==> src/logic/core_ctrl_pkg.sv <==
/*
  core control package
  address map, sizes and the enums shared by the system-clock control block
*/
package core_ctrl_pkg;

  localparam int DATA_W = 32;
  localparam int ADDR_W = 32;

  localparam int INTERACT_DEPTH = 64;
  localparam int INTERACT_IDX_W = $clog2(INTERACT_DEPTH);
  localparam int SLOT_COUNT = 64;
  localparam int SLOT_IDX_W = $clog2(SLOT_COUNT);
  localparam int SLOT_ID_W = 16;

  // hold counter is wide enough for RESET_HOLD_CYCLES
  localparam int HOLD_CNT_W = 7;
  localparam logic [HOLD_CNT_W-1:0] RESET_HOLD_CYCLES = 7'd64;
  localparam int TICKS_PER_SECOND = 57_120_000;

  ////////////////////////////////////////////////////////////
  // address map

  localparam logic [ADDR_W-1:0] CTRL_BASE = 32'h1000_0000;
  localparam logic [3:0] REG_MENU_RESET = 4'h0;
  localparam logic [3:0] REG_RESET_PLUS = 4'h4;
  localparam logic [3:0] REG_RTC_SECONDS = 4'h8;
  // one word per 4 bytes, up to 0x1000_01fc
  localparam logic [ADDR_W-1:0] INTERACT_BASE = 32'h1000_0100;
  localparam logic [ADDR_W-1:0] SLOT_BASE = 32'h2000_0000;

  typedef enum logic [1:0] {
    REGION_CTRL,
    REGION_INTERACT,
    REGION_SLOT,
    REGION_NONE
  } bus_region_e;

  typedef enum logic {
    OWNER_BRIDGE,
    OWNER_SLOT_WRITER
  } bus_owner_e;

  typedef enum logic {
    IDLE,
    CYCLE
  } bridge_state_e;

endpackage

==> src/logic/wb_if.sv <==
/*
  wishbone classic link
  single master to single slave, full-word accesses only
*/
`timescale 1ns/1ps

interface wb_if;
  logic                             cyc;
  logic                             stb;
  logic                             we;
  logic [core_ctrl_pkg::ADDR_W-1:0] adr;
  logic [core_ctrl_pkg::DATA_W-1:0] dat_w;
  logic [core_ctrl_pkg::DATA_W-1:0] dat_r;
  logic                             ack;

  modport master (
    output cyc, stb, we, adr, dat_w,
    input  dat_r, ack
  );

  modport slave (
    input  cyc, stb, we, adr, dat_w,
    output dat_r, ack
  );
endinterface

==> src/logic/wb_shared_bus.sv <==
/*
  shared wishbone bus
  two masters, alternating priority on a tie, decode to three slaves
  unmapped addresses get a zero reply from a built-in responder
*/
`timescale 1ns/1ps

module wb_shared_bus (
  input  logic clk_sys_57_12,
  input  logic rst,
  wb_if.slave  bridge_bus,
  wb_if.slave  writer_bus,
  wb_if.master ctrl_bus,
  wb_if.master interact_bus,
  wb_if.master slot_bus
);

  core_ctrl_pkg::bus_owner_e        owner_q;
  core_ctrl_pkg::bus_owner_e        owner;
  core_ctrl_pkg::bus_region_e       region;
  logic                             active_q;
  logic                             owner_q_cyc;
  logic                             m_cyc;
  logic                             m_stb;
  logic                             m_we;
  logic [core_ctrl_pkg::ADDR_W-1:0] m_adr;
  logic [core_ctrl_pkg::DATA_W-1:0] m_dat_w;
  logic                             s_ack;
  logic [core_ctrl_pkg::DATA_W-1:0] s_dat_r;
  logic                             none_ack_q;

  function automatic core_ctrl_pkg::bus_region_e decode(
    input logic [core_ctrl_pkg::ADDR_W-1:0] adr
  );
    if (adr[31:4] == core_ctrl_pkg::CTRL_BASE[31:4]) return core_ctrl_pkg::REGION_CTRL;
    if (adr[31:8] == core_ctrl_pkg::INTERACT_BASE[31:8]) return core_ctrl_pkg::REGION_INTERACT;
    if (adr[31:8] == core_ctrl_pkg::SLOT_BASE[31:8]) return core_ctrl_pkg::REGION_SLOT;
    return core_ctrl_pkg::REGION_NONE;
  endfunction

  ////////////////////////////////////////////////////////////
  // arbitration

  assign owner_q_cyc = (owner_q == core_ctrl_pkg::OWNER_BRIDGE) ? bridge_bus.cyc : writer_bus.cyc;

  always_comb begin
    if (active_q && owner_q_cyc) begin
      owner = owner_q;
    end else if (bridge_bus.cyc && writer_bus.cyc) begin
      // tie goes to whoever did not own the last cycle
      owner = (owner_q == core_ctrl_pkg::OWNER_BRIDGE) ? core_ctrl_pkg::OWNER_SLOT_WRITER
                                                       : core_ctrl_pkg::OWNER_BRIDGE;
    end else if (writer_bus.cyc) begin
      owner = core_ctrl_pkg::OWNER_SLOT_WRITER;
    end else begin
      owner = core_ctrl_pkg::OWNER_BRIDGE;
    end
  end

  always_ff @(posedge clk_sys_57_12) begin
    if (rst) begin
      owner_q  <= core_ctrl_pkg::OWNER_SLOT_WRITER;
      active_q <= 1'b0;
    end else begin
      active_q <= m_cyc;
      if (m_cyc) begin
        owner_q <= owner;
      end
    end
  end

  // selected master
  always_comb begin
    if (owner == core_ctrl_pkg::OWNER_BRIDGE) begin
      m_cyc   = bridge_bus.cyc;
      m_stb   = bridge_bus.stb;
      m_we    = bridge_bus.we;
      m_adr   = bridge_bus.adr;
      m_dat_w = bridge_bus.dat_w;
    end else begin
      m_cyc   = writer_bus.cyc;
      m_stb   = writer_bus.stb;
      m_we    = writer_bus.we;
      m_adr   = writer_bus.adr;
      m_dat_w = writer_bus.dat_w;
    end
  end

  ////////////////////////////////////////////////////////////
  // decode and routing

  assign region = decode(m_adr);

  assign ctrl_bus.cyc     = m_cyc && region == core_ctrl_pkg::REGION_CTRL;
  assign ctrl_bus.stb     = m_stb && ctrl_bus.cyc;
  assign ctrl_bus.we      = m_we;
  assign ctrl_bus.adr     = m_adr;
  assign ctrl_bus.dat_w   = m_dat_w;
  assign interact_bus.cyc   = m_cyc && region == core_ctrl_pkg::REGION_INTERACT;
  assign interact_bus.stb   = m_stb && interact_bus.cyc;
  assign interact_bus.we    = m_we;
  assign interact_bus.adr   = m_adr;
  assign interact_bus.dat_w = m_dat_w;
  assign slot_bus.cyc     = m_cyc && region == core_ctrl_pkg::REGION_SLOT;
  assign slot_bus.stb     = m_stb && slot_bus.cyc;
  assign slot_bus.we      = m_we;
  assign slot_bus.adr     = m_adr;
  assign slot_bus.dat_w   = m_dat_w;

  // default responder, writes dropped
  always_ff @(posedge clk_sys_57_12) begin
    if (rst) begin
      none_ack_q <= 1'b0;
    end else begin
      none_ack_q <= m_cyc && m_stb && region == core_ctrl_pkg::REGION_NONE && !none_ack_q;
    end
  end

  always_comb begin
    case (region)
      core_ctrl_pkg::REGION_CTRL: begin
        s_ack   = ctrl_bus.ack;
        s_dat_r = ctrl_bus.dat_r;
      end
      core_ctrl_pkg::REGION_INTERACT: begin
        s_ack   = interact_bus.ack;
        s_dat_r = interact_bus.dat_r;
      end
      core_ctrl_pkg::REGION_SLOT: begin
        s_ack   = slot_bus.ack;
        s_dat_r = slot_bus.dat_r;
      end
      default: begin
        s_ack   = none_ack_q;
        s_dat_r = '0;
      end
    endcase
  end

  assign bridge_bus.ack   = s_ack && owner == core_ctrl_pkg::OWNER_BRIDGE;
  assign bridge_bus.dat_r = s_dat_r;
  assign writer_bus.ack   = s_ack && owner == core_ctrl_pkg::OWNER_SLOT_WRITER;
  assign writer_bus.dat_r = s_dat_r;

endmodule

==> src/flat_wrapper.sv <==
// flat-port wrapper written by rule: the top's interface ports become plain ports
module wb_shared_bus_flat 
  (clk_sys_57_12, rst, bridge_bus_cyc, bridge_bus_stb, bridge_bus_we, bridge_bus_adr, bridge_bus_dat_w, bridge_bus_dat_r, bridge_bus_ack, writer_bus_cyc, writer_bus_stb, writer_bus_we, writer_bus_adr, writer_bus_dat_w, writer_bus_dat_r, writer_bus_ack, ctrl_bus_cyc, ctrl_bus_stb, ctrl_bus_we, ctrl_bus_adr, ctrl_bus_dat_w, ctrl_bus_dat_r, ctrl_bus_ack, interact_bus_cyc, interact_bus_stb, interact_bus_we, interact_bus_adr, interact_bus_dat_w, interact_bus_dat_r, interact_bus_ack, slot_bus_cyc, slot_bus_stb, slot_bus_we, slot_bus_adr, slot_bus_dat_w, slot_bus_dat_r, slot_bus_ack);
  wb_if bridge_bus_i ();
  wb_if writer_bus_i ();
  wb_if ctrl_bus_i ();
  wb_if interact_bus_i ();
  wb_if slot_bus_i ();
  input  logic clk_sys_57_12;
  input  logic rst;
  input wire logic [$bits(bridge_bus_i.cyc)-1:0] bridge_bus_cyc;
  input wire logic [$bits(bridge_bus_i.stb)-1:0] bridge_bus_stb;
  input wire logic [$bits(bridge_bus_i.we)-1:0] bridge_bus_we;
  input wire logic [$bits(bridge_bus_i.adr)-1:0] bridge_bus_adr;
  input wire logic [$bits(bridge_bus_i.dat_w)-1:0] bridge_bus_dat_w;
  output wire logic [$bits(bridge_bus_i.dat_r)-1:0] bridge_bus_dat_r;
  output wire logic [$bits(bridge_bus_i.ack)-1:0] bridge_bus_ack;
  input wire logic [$bits(writer_bus_i.cyc)-1:0] writer_bus_cyc;
  input wire logic [$bits(writer_bus_i.stb)-1:0] writer_bus_stb;
  input wire logic [$bits(writer_bus_i.we)-1:0] writer_bus_we;
  input wire logic [$bits(writer_bus_i.adr)-1:0] writer_bus_adr;
  input wire logic [$bits(writer_bus_i.dat_w)-1:0] writer_bus_dat_w;
  output wire logic [$bits(writer_bus_i.dat_r)-1:0] writer_bus_dat_r;
  output wire logic [$bits(writer_bus_i.ack)-1:0] writer_bus_ack;
  output wire logic [$bits(ctrl_bus_i.cyc)-1:0] ctrl_bus_cyc;
  output wire logic [$bits(ctrl_bus_i.stb)-1:0] ctrl_bus_stb;
  output wire logic [$bits(ctrl_bus_i.we)-1:0] ctrl_bus_we;
  output wire logic [$bits(ctrl_bus_i.adr)-1:0] ctrl_bus_adr;
  output wire logic [$bits(ctrl_bus_i.dat_w)-1:0] ctrl_bus_dat_w;
  input wire logic [$bits(ctrl_bus_i.dat_r)-1:0] ctrl_bus_dat_r;
  input wire logic [$bits(ctrl_bus_i.ack)-1:0] ctrl_bus_ack;
  output wire logic [$bits(interact_bus_i.cyc)-1:0] interact_bus_cyc;
  output wire logic [$bits(interact_bus_i.stb)-1:0] interact_bus_stb;
  output wire logic [$bits(interact_bus_i.we)-1:0] interact_bus_we;
  output wire logic [$bits(interact_bus_i.adr)-1:0] interact_bus_adr;
  output wire logic [$bits(interact_bus_i.dat_w)-1:0] interact_bus_dat_w;
  input wire logic [$bits(interact_bus_i.dat_r)-1:0] interact_bus_dat_r;
  input wire logic [$bits(interact_bus_i.ack)-1:0] interact_bus_ack;
  output wire logic [$bits(slot_bus_i.cyc)-1:0] slot_bus_cyc;
  output wire logic [$bits(slot_bus_i.stb)-1:0] slot_bus_stb;
  output wire logic [$bits(slot_bus_i.we)-1:0] slot_bus_we;
  output wire logic [$bits(slot_bus_i.adr)-1:0] slot_bus_adr;
  output wire logic [$bits(slot_bus_i.dat_w)-1:0] slot_bus_dat_w;
  input wire logic [$bits(slot_bus_i.dat_r)-1:0] slot_bus_dat_r;
  input wire logic [$bits(slot_bus_i.ack)-1:0] slot_bus_ack;
  assign bridge_bus_i.cyc = bridge_bus_cyc;
  assign bridge_bus_i.stb = bridge_bus_stb;
  assign bridge_bus_i.we = bridge_bus_we;
  assign bridge_bus_i.adr = bridge_bus_adr;
  assign bridge_bus_i.dat_w = bridge_bus_dat_w;
  assign bridge_bus_dat_r = bridge_bus_i.dat_r;
  assign bridge_bus_ack = bridge_bus_i.ack;
  assign writer_bus_i.cyc = writer_bus_cyc;
  assign writer_bus_i.stb = writer_bus_stb;
  assign writer_bus_i.we = writer_bus_we;
  assign writer_bus_i.adr = writer_bus_adr;
  assign writer_bus_i.dat_w = writer_bus_dat_w;
  assign writer_bus_dat_r = writer_bus_i.dat_r;
  assign writer_bus_ack = writer_bus_i.ack;
  assign ctrl_bus_cyc = ctrl_bus_i.cyc;
  assign ctrl_bus_stb = ctrl_bus_i.stb;
  assign ctrl_bus_we = ctrl_bus_i.we;
  assign ctrl_bus_adr = ctrl_bus_i.adr;
  assign ctrl_bus_dat_w = ctrl_bus_i.dat_w;
  assign ctrl_bus_i.dat_r = ctrl_bus_dat_r;
  assign ctrl_bus_i.ack = ctrl_bus_ack;
  assign interact_bus_cyc = interact_bus_i.cyc;
  assign interact_bus_stb = interact_bus_i.stb;
  assign interact_bus_we = interact_bus_i.we;
  assign interact_bus_adr = interact_bus_i.adr;
  assign interact_bus_dat_w = interact_bus_i.dat_w;
  assign interact_bus_i.dat_r = interact_bus_dat_r;
  assign interact_bus_i.ack = interact_bus_ack;
  assign slot_bus_cyc = slot_bus_i.cyc;
  assign slot_bus_stb = slot_bus_i.stb;
  assign slot_bus_we = slot_bus_i.we;
  assign slot_bus_adr = slot_bus_i.adr;
  assign slot_bus_dat_w = slot_bus_i.dat_w;
  assign slot_bus_i.dat_r = slot_bus_dat_r;
  assign slot_bus_i.ack = slot_bus_ack;
  wb_shared_bus u_core (.clk_sys_57_12(clk_sys_57_12), .rst(rst), .bridge_bus(bridge_bus_i), .writer_bus(writer_bus_i), .ctrl_bus(ctrl_bus_i), .interact_bus(interact_bus_i), .slot_bus(slot_bus_i));
endmodule
==> config.mk <==
export PLATFORM = sky130hd
export DESIGN_NAME = wb_shared_bus_flat
export DESIGN_NICKNAME = d
export VERILOG_FILES = /design/src/logic/core_ctrl_pkg.sv /design/src/logic/wb_if.sv /design/src/logic/wb_shared_bus.sv /design/src/flat_wrapper.sv
export SDC_FILE = /design/constraint.sdc
export NUM_CORES = 1
export LEC_CHECK = 0
export ABC_CLOCK_PERIOD_IN_PS = 2200
export BUFFER_PORTS_ARGS = -buffer_cell sky130_fd_sc_hd__buf_2
export CORE_AREA = 2 2 194 196
export CTS_CLUSTER_SIZE = 8
export DETAILED_ROUTE_END_ITERATION = 10
export DIE_AREA = 0 0 196 198
export SETUP_SLACK_MARGIN = 0.2
export SLEW_MARGIN = 20
export SYNTH_ARGS = -nofsm -noshare
export SYNTH_HDL_FRONTEND = slang
export SYNTH_SLANG_ARGS = --single-unit
==> constraint.sdc <==
create_clock -name clk_sys_57_12 -period 2.2 [get_ports clk_sys_57_12]
set_input_delay 0.33 -clock clk_sys_57_12 [delete_from_list [all_inputs] [get_ports clk_sys_57_12]]
set_output_delay 0.33 -clock clk_sys_57_12 [all_outputs]
set_load 0.1 [all_outputs]
==> impl_summary.md, run 1 <==
Place
After detailed placement, the design holds a cell count of around 1400. The number of buffers inserted by port buffering is approximately 500. The wire-length estimate of the detail-placed layout is between 15 and 20 mm. The weighted congestion reported at the end of routability-driven placement is ~0.84.

STA
The worst slew margin relative to its limit is 69.2%. The share of the clock period used by the worst path is 118%. The final hold violation count is 0. The number of max-slew violations in the final report is 0. The worst-case setup margin in the final layout is -0.395 ns.

Setup repair after global routing could not meet its margin everywhere. Subtracting the final worst setup slack from the clock period gives roughly 2.6 ns. The clock arrives with 0.00197 ns of skew.

The worst hold margin is between 0.3 and 0.4 ns. The final setup violation count is around 270. At the pin with the least slew margin, the transition time is about 0.46 ns. For this run, the top clock speed supported by timing is between 300 and 400 MHz.

Clock network
The number of buffers inserted during clock tree synthesis is 3. TritonCTS built the clock tree. The clock latency at the later pin of the worst-skew pair is 0.22 ns. The root buffer cell chosen for the clock tree is clkbuf_16.

The buffer depth of the longest clock path is 2. The total number of H-tree levels is 1. After clock tree synthesis, the flow added hold-fix buffers numbering 0. The clock-pin slew reported for the worst setup and hold paths after clock tree synthesis is around 0.030 ns.

Counting every sink on the clock net gives 3.

Worst setup path
Counting cells, the worst reg-to-reg path comes to 11. The critical path class is reg -> out. The nature of the critical path endpoint is an output port. In this run the worst path has a maximum fanout of 5. On the critical path, the stage with the largest delay is an instance of dfxtp_4. The startpoint class of the critical path is a register.

In this design, the stage delay of the slowest critical-path cell is between 0.3 and 0.4 ns. Walking the worst path, the cells encountered are xnor2_4, buf_12, o21ai_4, buf_4, buf_6, buf_6, buf_4, buf_8, nand2_1, a21o_4, nor2b_4, buf_12. STA puts the critical path data required time at 1.87 ns. The slack of the worst reg-to-reg path is approximately 0.13 ns. The critical path arrival is between 2 and 2.5 ns.

Drt
After detailed routing, the number of remaining DRC violations is 0. In the final routed layout, each cell accounts on average for about 18 um. The number of vias per cell after detailed routing is approximately 3.7. The routed design has 25.7 mm of wire. The highest layer touched by signal routing is met4. In this run the remaining antenna-violating nets after routing total 0.

Detailed routing placed a total of ~14 mm of wire on met2. The detailed router put a total of roughly 9.4 mm of wire on met1. The detailed router's first-iteration violation count is between 100 and 150. After detailed routing, the met3 layer carries 1.66 mm of wire.

The count of TritonRoute iterations in the first routing pass is 4. The total via count after detailed routing is between 5000 and 6000.

Layout
Once layout is complete, the cells apart from fillers number 1443. The number of antenna diodes in the final layout is 0. The total number of nets in the final design is around 1200. Relative to the synthesized area, the layout overhead comes to 313%. Counting the fill cells in the layout gives 3517.

Cells fill between 30% and 40% of the core in the end. In the layout the commonest cells are 289 x buf_12, 229 x buf_2, 101 x nand2_8. Of the cells placed in the final design, the portion with a size suffix greater than 1 is 90.8%. The most common cell after layout, fill and taps aside is buf_12.

Hold path
Along the worst hold path, the cell count comes to 2. The kind of path behind the tightest hold check is in -> reg.

Yosys
The post-synthesis instance total is between 500 and 600. Of all cell types, the one taking the most synthesized area is buf_4. The number of enable-type register cells in the synthesized netlist is 0.

The distinct cell type count after synthesis is 39. During synthesis, Yosys emitted a total of 0 warnings. The number of flip-flops and latches in the synthesized netlist is 3. The average cell area after synthesis is ~6.1 um^2. By area the synthesized netlist is led by buf_4 39%, nand2_1 24%, a22o_1 8.8%. The number of nets in the synthesized netlist is around 760.

The top cell type by area accounts for between 30% and 40% of the synthesized area. The share of flip-flops with an asynchronous set or reset after synthesis is 0%. The sequential cell area fraction in the yosys report is around 1.9%.

The cell area after synthesis is 0.00319 mm^2. The top flip-flop cell by instance count after synthesis is dfxtp_1.

Floorplan
The initial core utilization is about 8.6%. The die width is 196 um. The y dimension of the die is roughly 200 um. Pin placement for this block handled between 500 and 600 I/O pins. The core area is 0.0370 mm^2. The die covers 0.0388 mm^2. The floorplan row count is 71.

Run
The tool flagged a number of max-cap violations equal to 0.

Power
The largest voltage drop on the vdd net is 0.000322 V. The overall power after layout is ~6700 uW. Power spread over the standard cell area amounts to ~500 mW/mm^2. The analysis attributes to cell leakage a power of ~0.0057 uW.

GRT
The via count of the first global-routing pass came to around 5700. The first global-routing pass estimated roughly 36 mm of wire. For this run, the total global-route usage over all layers was measured as 12.2%. The initial antenna violation count is 0.

The total overflow left after global routing is 0. The maximum number of pins on one net before global-route repair is 34.

Run status
The final reports fail on negative setup slack. The run finished, with violations left.
final cells by class:
class                   instances  area, um^2  area share (%)
multi-input cells             327        4240            32.1
clock buffers                   4        78.8           0.598
flip-flops and latches          3        65.1           0.493
well taps                     474         593            4.50
repair buffers                630        8190            62.1
inverters                       5        21.3           0.161
critical path, delay by kind of cell, from the launching register on:
kind	cells	cell delay [ns]
buf+inv	7	0.84
compound gates	2	0.46
flops	1	0.35
simple gates	2	0.20
xor+xnor	1	0.17
kinds of logic after synthesis:
| kind of cell | synth area share [%] |
|---|---|
| XOR/XNOR | 0.509 |
| multiplexers | 0.313 |
| AO/OA/AOI/OAI | 21.5 |
| AND/OR/NAND/NOR | 32.2 |
| buffers and inverters | 43.6 |
| flip-flops | 1.88 |
state kept, by name (all words and copies together), names as in the netlist:
| name | flops |
|---|---|
| u_core.none_ack_q | 1 |
| u_core.active_q | 1 |
| u_core.owner_q | 1 |
cells in the mapped netlist (2+ instances only):
library cell and instances:
nor3_1 4, nand2_1 201, o21a_1 3, a22o_1 32, clkbuf_1 10, a21o_1 33
nor4b_1 4, inv_1 3, buf_1 4, nor2b_1 3, buf_6 6, buf_2 3
inv_2 2, a21oi_1 5, dfxtp_1 3, nor2_1 6, buf_4 165, nand3_1 2
nor4_1 10, nand4_1 4
layer usage:
layer	vias to the layer above	global-route usage (%)
li1	2473	-
met1	2518	13.9
met2	286	23.7
met3	20	1.98
met4	0	2.33
met5	-	0
worst paths after layout:
check,from,to
setup / recovery,u_core.owner_q$_SDFFE_PP1N_,interact_bus_stb
hold / removal,rst,u_core.active_q$_SDFF_PP0_
setup reg to reg,u_core.owner_q$_SDFFE_PP1N_,u_core.none_ack_q$_SDFF_PP0_
hold reg to reg,u_core.none_ack_q$_SDFF_PP0_,u_core.none_ack_q$_SDFF_PP0_
through the flow:
step           setup TNS, ns  setup slack, ns  instance area [um^2]
6_report              -78.28           -0.395                 13200
5_1_grt               -97.60           -0.466                 13200
4_1_cts               -61.58           -0.401                 12700
3_5_place_dp          -33.64           -0.474                 11200
3_3_place_gp          -29.87           -0.427                 11200
2_1_floorplan          -6.53           -0.287                  6430
timing repair:
item | 4_1_cts | 5_1_grt
resized for setup | 181 | 47
setup buffers | 16 | 13
gates cloned | 11 | 4
pin swaps | 57 | 15
setup endpoints to repair | 267 | 267
power by group:
part	internal (uW)	switching, uW
registers	59.0	5.63
clock network	239	50.7
logic	2220	4070
total	2520	4130
Power figures use the tool's default switching activity.
==> run 2, diff against run 1 <==
- SETUP_SLACK_MARGIN: 0.2 -> 0.4
==> run 2 against run 1 <==
Against the previous run: the flow still finishes with violations (negative setup slack); first-iteration DRC count increased by 32%; final cell count increased by 1.8%; sequential share of layout area about the same; critical path depth decreased by 1; non-clock buffer count increased by 27; global-route usage decreased by 0.23 points; highest routed layer unchanged; clock power about the same; total power increased by 5.2%; sequential cell count unchanged; register-to-register slack got worse by 0.18 ns; design area increased by 9.5%; maximum frequency decreased by 2.3%.
==> impl_summary.md, run 2 (synthesized netlist as in run 1, its figures left out) <==
Run status
The run finished, with violations left. The checks that failed: negative setup slack.

Clock network
The TritonCTS clock tree is built. The count of hold buffers inserted by post-cts repair came to 0 (unchanged). The master cell of the clock root buffer is clkbuf_16. The total number of H-tree levels is 1 (unchanged). The buffer depth of the longest clock path was 2 (unchanged).

The clock latency at the later pin of the worst-skew pair came to 0.23 ns (about the same). The number of buffers inserted during clock tree synthesis came to 3 (unchanged). The clock-pin slew reported for the worst setup and hold paths after clock tree synthesis is 0.03 ns (about the same). The clock net sink count is 3 (unchanged).

Drt
The routed wirelength normalized by instance count came to 18.4 um (+3.4%). The antenna violation net count after detailed routing came to 0 (unchanged). The number of remaining DRC errors is 0 (unchanged). The number of vias per cell after detailed routing is 3.71 (+1.0%). The count of TritonRoute iterations in the first routing pass is 4 (unchanged). The total wirelength of the detailed-routed design came to 27.0 mm (+5.2%). The detailed router's first-iteration violation count is 135 (+32%). The total via count after detailed routing is 5447 (+2.8%).

Layout
The layout filler cell count came to 3430 (-2.5%). The most common cell after layout, fill and taps aside is buf_12. The share of layout cells above drive strength 1 is 93.7% (+2.9 points). Leaving out fill and tap cells, the most frequent cells in the layout are 285 x buf_12, 232 x buf_2, 164 x nand2_8.

The number of inserted diodes is 0 (unchanged). In the final layout, the registers with the most flip-flops are u_core.active_q: 1 flops, u_core.none_ack_q: 1 flops, u_core.owner_q: 1 flops. The area growth from synthesis to layout is 352%. The total number of nets in the final design is 1231 (+2.2%). The final standard cell utilization of the core is 39.1% (+3.4 points).

Floorplan
The boundary pin count is 502 (unchanged). The die width is 196 um (unchanged). The area of the die was 0.0388 mm^2 (unchanged).

The initial core utilization is 8.64% (unchanged). The core area is 0.0370 mm^2 (unchanged). The y dimension of the die is 198 um (unchanged). The floorplan row count is 71 (unchanged).

Power
The internal cell power was 2700 uW (+6.9%). The net switching power figure is 4300 uW (+4.1%). The clock group share of total power is 4.1% (-0.3 points). The leakage power is 0.00607 uW (+5.8%). The relative contribution of sequential cells to total power is 0.9% (about the same). The share of total power in combinational logic is 94.9% (+0.2 points). The power density over the cells came to 485 mW/mm^2 (-4.0%).

The switching part of the total power came to 61.5% (-0.63 points). The largest voltage drop on the vdd net is 0.000383 V (+19%).

Run
The count of max-cap constraint violations is 0 (unchanged).

GRT
The overall track demand over capacity in global routing is 11.9% (-0.23 points). The residual overflow from global routing is 0 (unchanged). The global routing met2 resource utilization is 22.8% (-0.87 points). met2 is the most crowded layer. The via count of the first global-routing pass is 5421 (-5.5%). The global routing met3 resource utilization is 2.20% (+0.22 points). The maximum number of pins on one net before global-route repair came to 35 (+2.9%). The global-route wire length before repair is 34.8 mm (-3.0%). The met1 capacity usage during global routing is 14.2% (+0.30 points). The initial antenna violation count was 3 (+3).

STA
The share of the clock period used by the worst path is 121% (+2.7 points). The final setup violation count was 268 (+0.37%). The post-route minimum period was 2.66 ns (+0.0599 ns).

The highest clock rate was 377 MHz (-2.3%). The final hold violation count is 0 (unchanged). The worst slew margin relative to its limit came to 76.0% (+6.8 points). The actual transition at the worst max-transition pin came to 0.357 ns (-0.104 ns). The number of max-slew violations in the final report is 0 (unchanged).

The worst-case setup margin in the final layout was -0.455 ns (-0.0599 ns). Setup repair after global routing could not meet its margin everywhere. The largest clock skew in the final design was 0.00334 ns (+0.00137 ns).

Worst setup path
The slack of the worst reg-to-reg path is -0.05 ns (-0.18 ns). The most critical setup path has its startpoint at bridge_bus_adr[23]. The critical path arrival is 2.33 ns (+0.06 ns).

The critical path class is in -> out. The largest driver fanout on the critical path was 8 (+3). The reg-to-reg startpoint is u_core.owner_q$_SDFFE_PP1N_. The worst register-to-register path ends at u_core.none_ack_q$_SDFF_PP0_.

The endpoint required time on the critical path came to 1.87 ns (about the same). The nature of the critical path endpoint is an output port. The startpoint class of the critical path is an input port.

The number of cells on the worst reg-to-reg path is 15 (+4).

Hold path
The startpoint of the worst hold path is rst. The min-delay analysis places its worst path in the category in -> reg. The worst hold path terminates at u_core.none_ack_q$_SDFF_PP0_. The worst hold path stage count is 2 (unchanged).

Place
The number of buffers inserted by port buffering is 501 (unchanged). The weighted congestion reported at the end of routability-driven placement is 0.758 (-9.5%). The pre-CTS setup slack came to -0.593 ns (-0.119 ns). The detailed-placement wirelength estimate is 20.6 mm (+5.1%).
## run 2: cell types whose count changed in the layout (fill, tap and decap cells not counted), sizes merged
cell | before | now
buf | 627 | 646
clkbuf | 7 | 15
o21a | 5 | 4
## run 2: final cells by class
cell class	instances	area (um^2)	area share, %
multi-input combinational	326	5120	35.4
inverter	5	23.8	0.165
sequential	3	65.1	0.451
tap	474	593	4.11
clock buffer	4	78.8	0.546
timing repair buffer	657	8560	59.3
## run 2: worst max-delay path, stage by stage
cell	delay (ns)
buf_8	0.10
nor4_4	0.34
nand4_1	0.25
buf_6	0.20
nor3_4	0.16
inv_2	0.06
o22ai_4	0.17
buf_12	0.17
clkbuf_16	0.18
a21o_4	0.16
buf_12	0.17
## run 2: per-layer routing
metal,wire [um],vias up
met4,111,0
li1,-,2542
met3,1580,16
met5,0,-
met2,15200,288
met1,10200,2601
## run 2: metrics by stage
step | hold slack (ns) | setup TNS (ns) | power, uW | cells | instance area, um^2
after floorplan | 0.395 | -8.41 | 5020 | 522 | 8190
after global placement | 0.434 | -52.67 | 6160 | 1392 | 12400
after detailed placement | 0.443 | -54.55 | 6190 | 1392 | 12400
after CTS | 0.326 | -66.37 | 6660 | 1424 | 13000
after global routing | 0.330 | -91.64 | 7180 | 1469 | 14400
final | 0.329 | -72.17 | 7000 | 1469 | 14400
## run 2: timing repair
action                     CTS  global route
pin swaps                   12            30
setup endpoints to repair  268           268
setup buffers               19            31
gates cloned                 9            14
resized for setup           39           147
## run 2: power groups by stage
stage	logic [uW]	clock network, uW	registers, uW
global placement	6100	0	65.0
global route	6810	308	65.1
floorplan	4950	0	64.9
CTS	6290	299	64.8
finish	6640	289	64.5
detailed placement	6120	0	65.6
## run 2: worst max-delay path by stage
stage,to,slack [ns]
after CTS,writer_bus_dat_r[23],-0.49
after global routing,bridge_bus_dat_r[15],-0.55
after detailed placement,bridge_bus_ack,-0.59
after floorplan,bridge_bus_ack,-0.29
after global placement,bridge_bus_ack,-0.62
final,bridge_bus_dat_r[15],-0.46
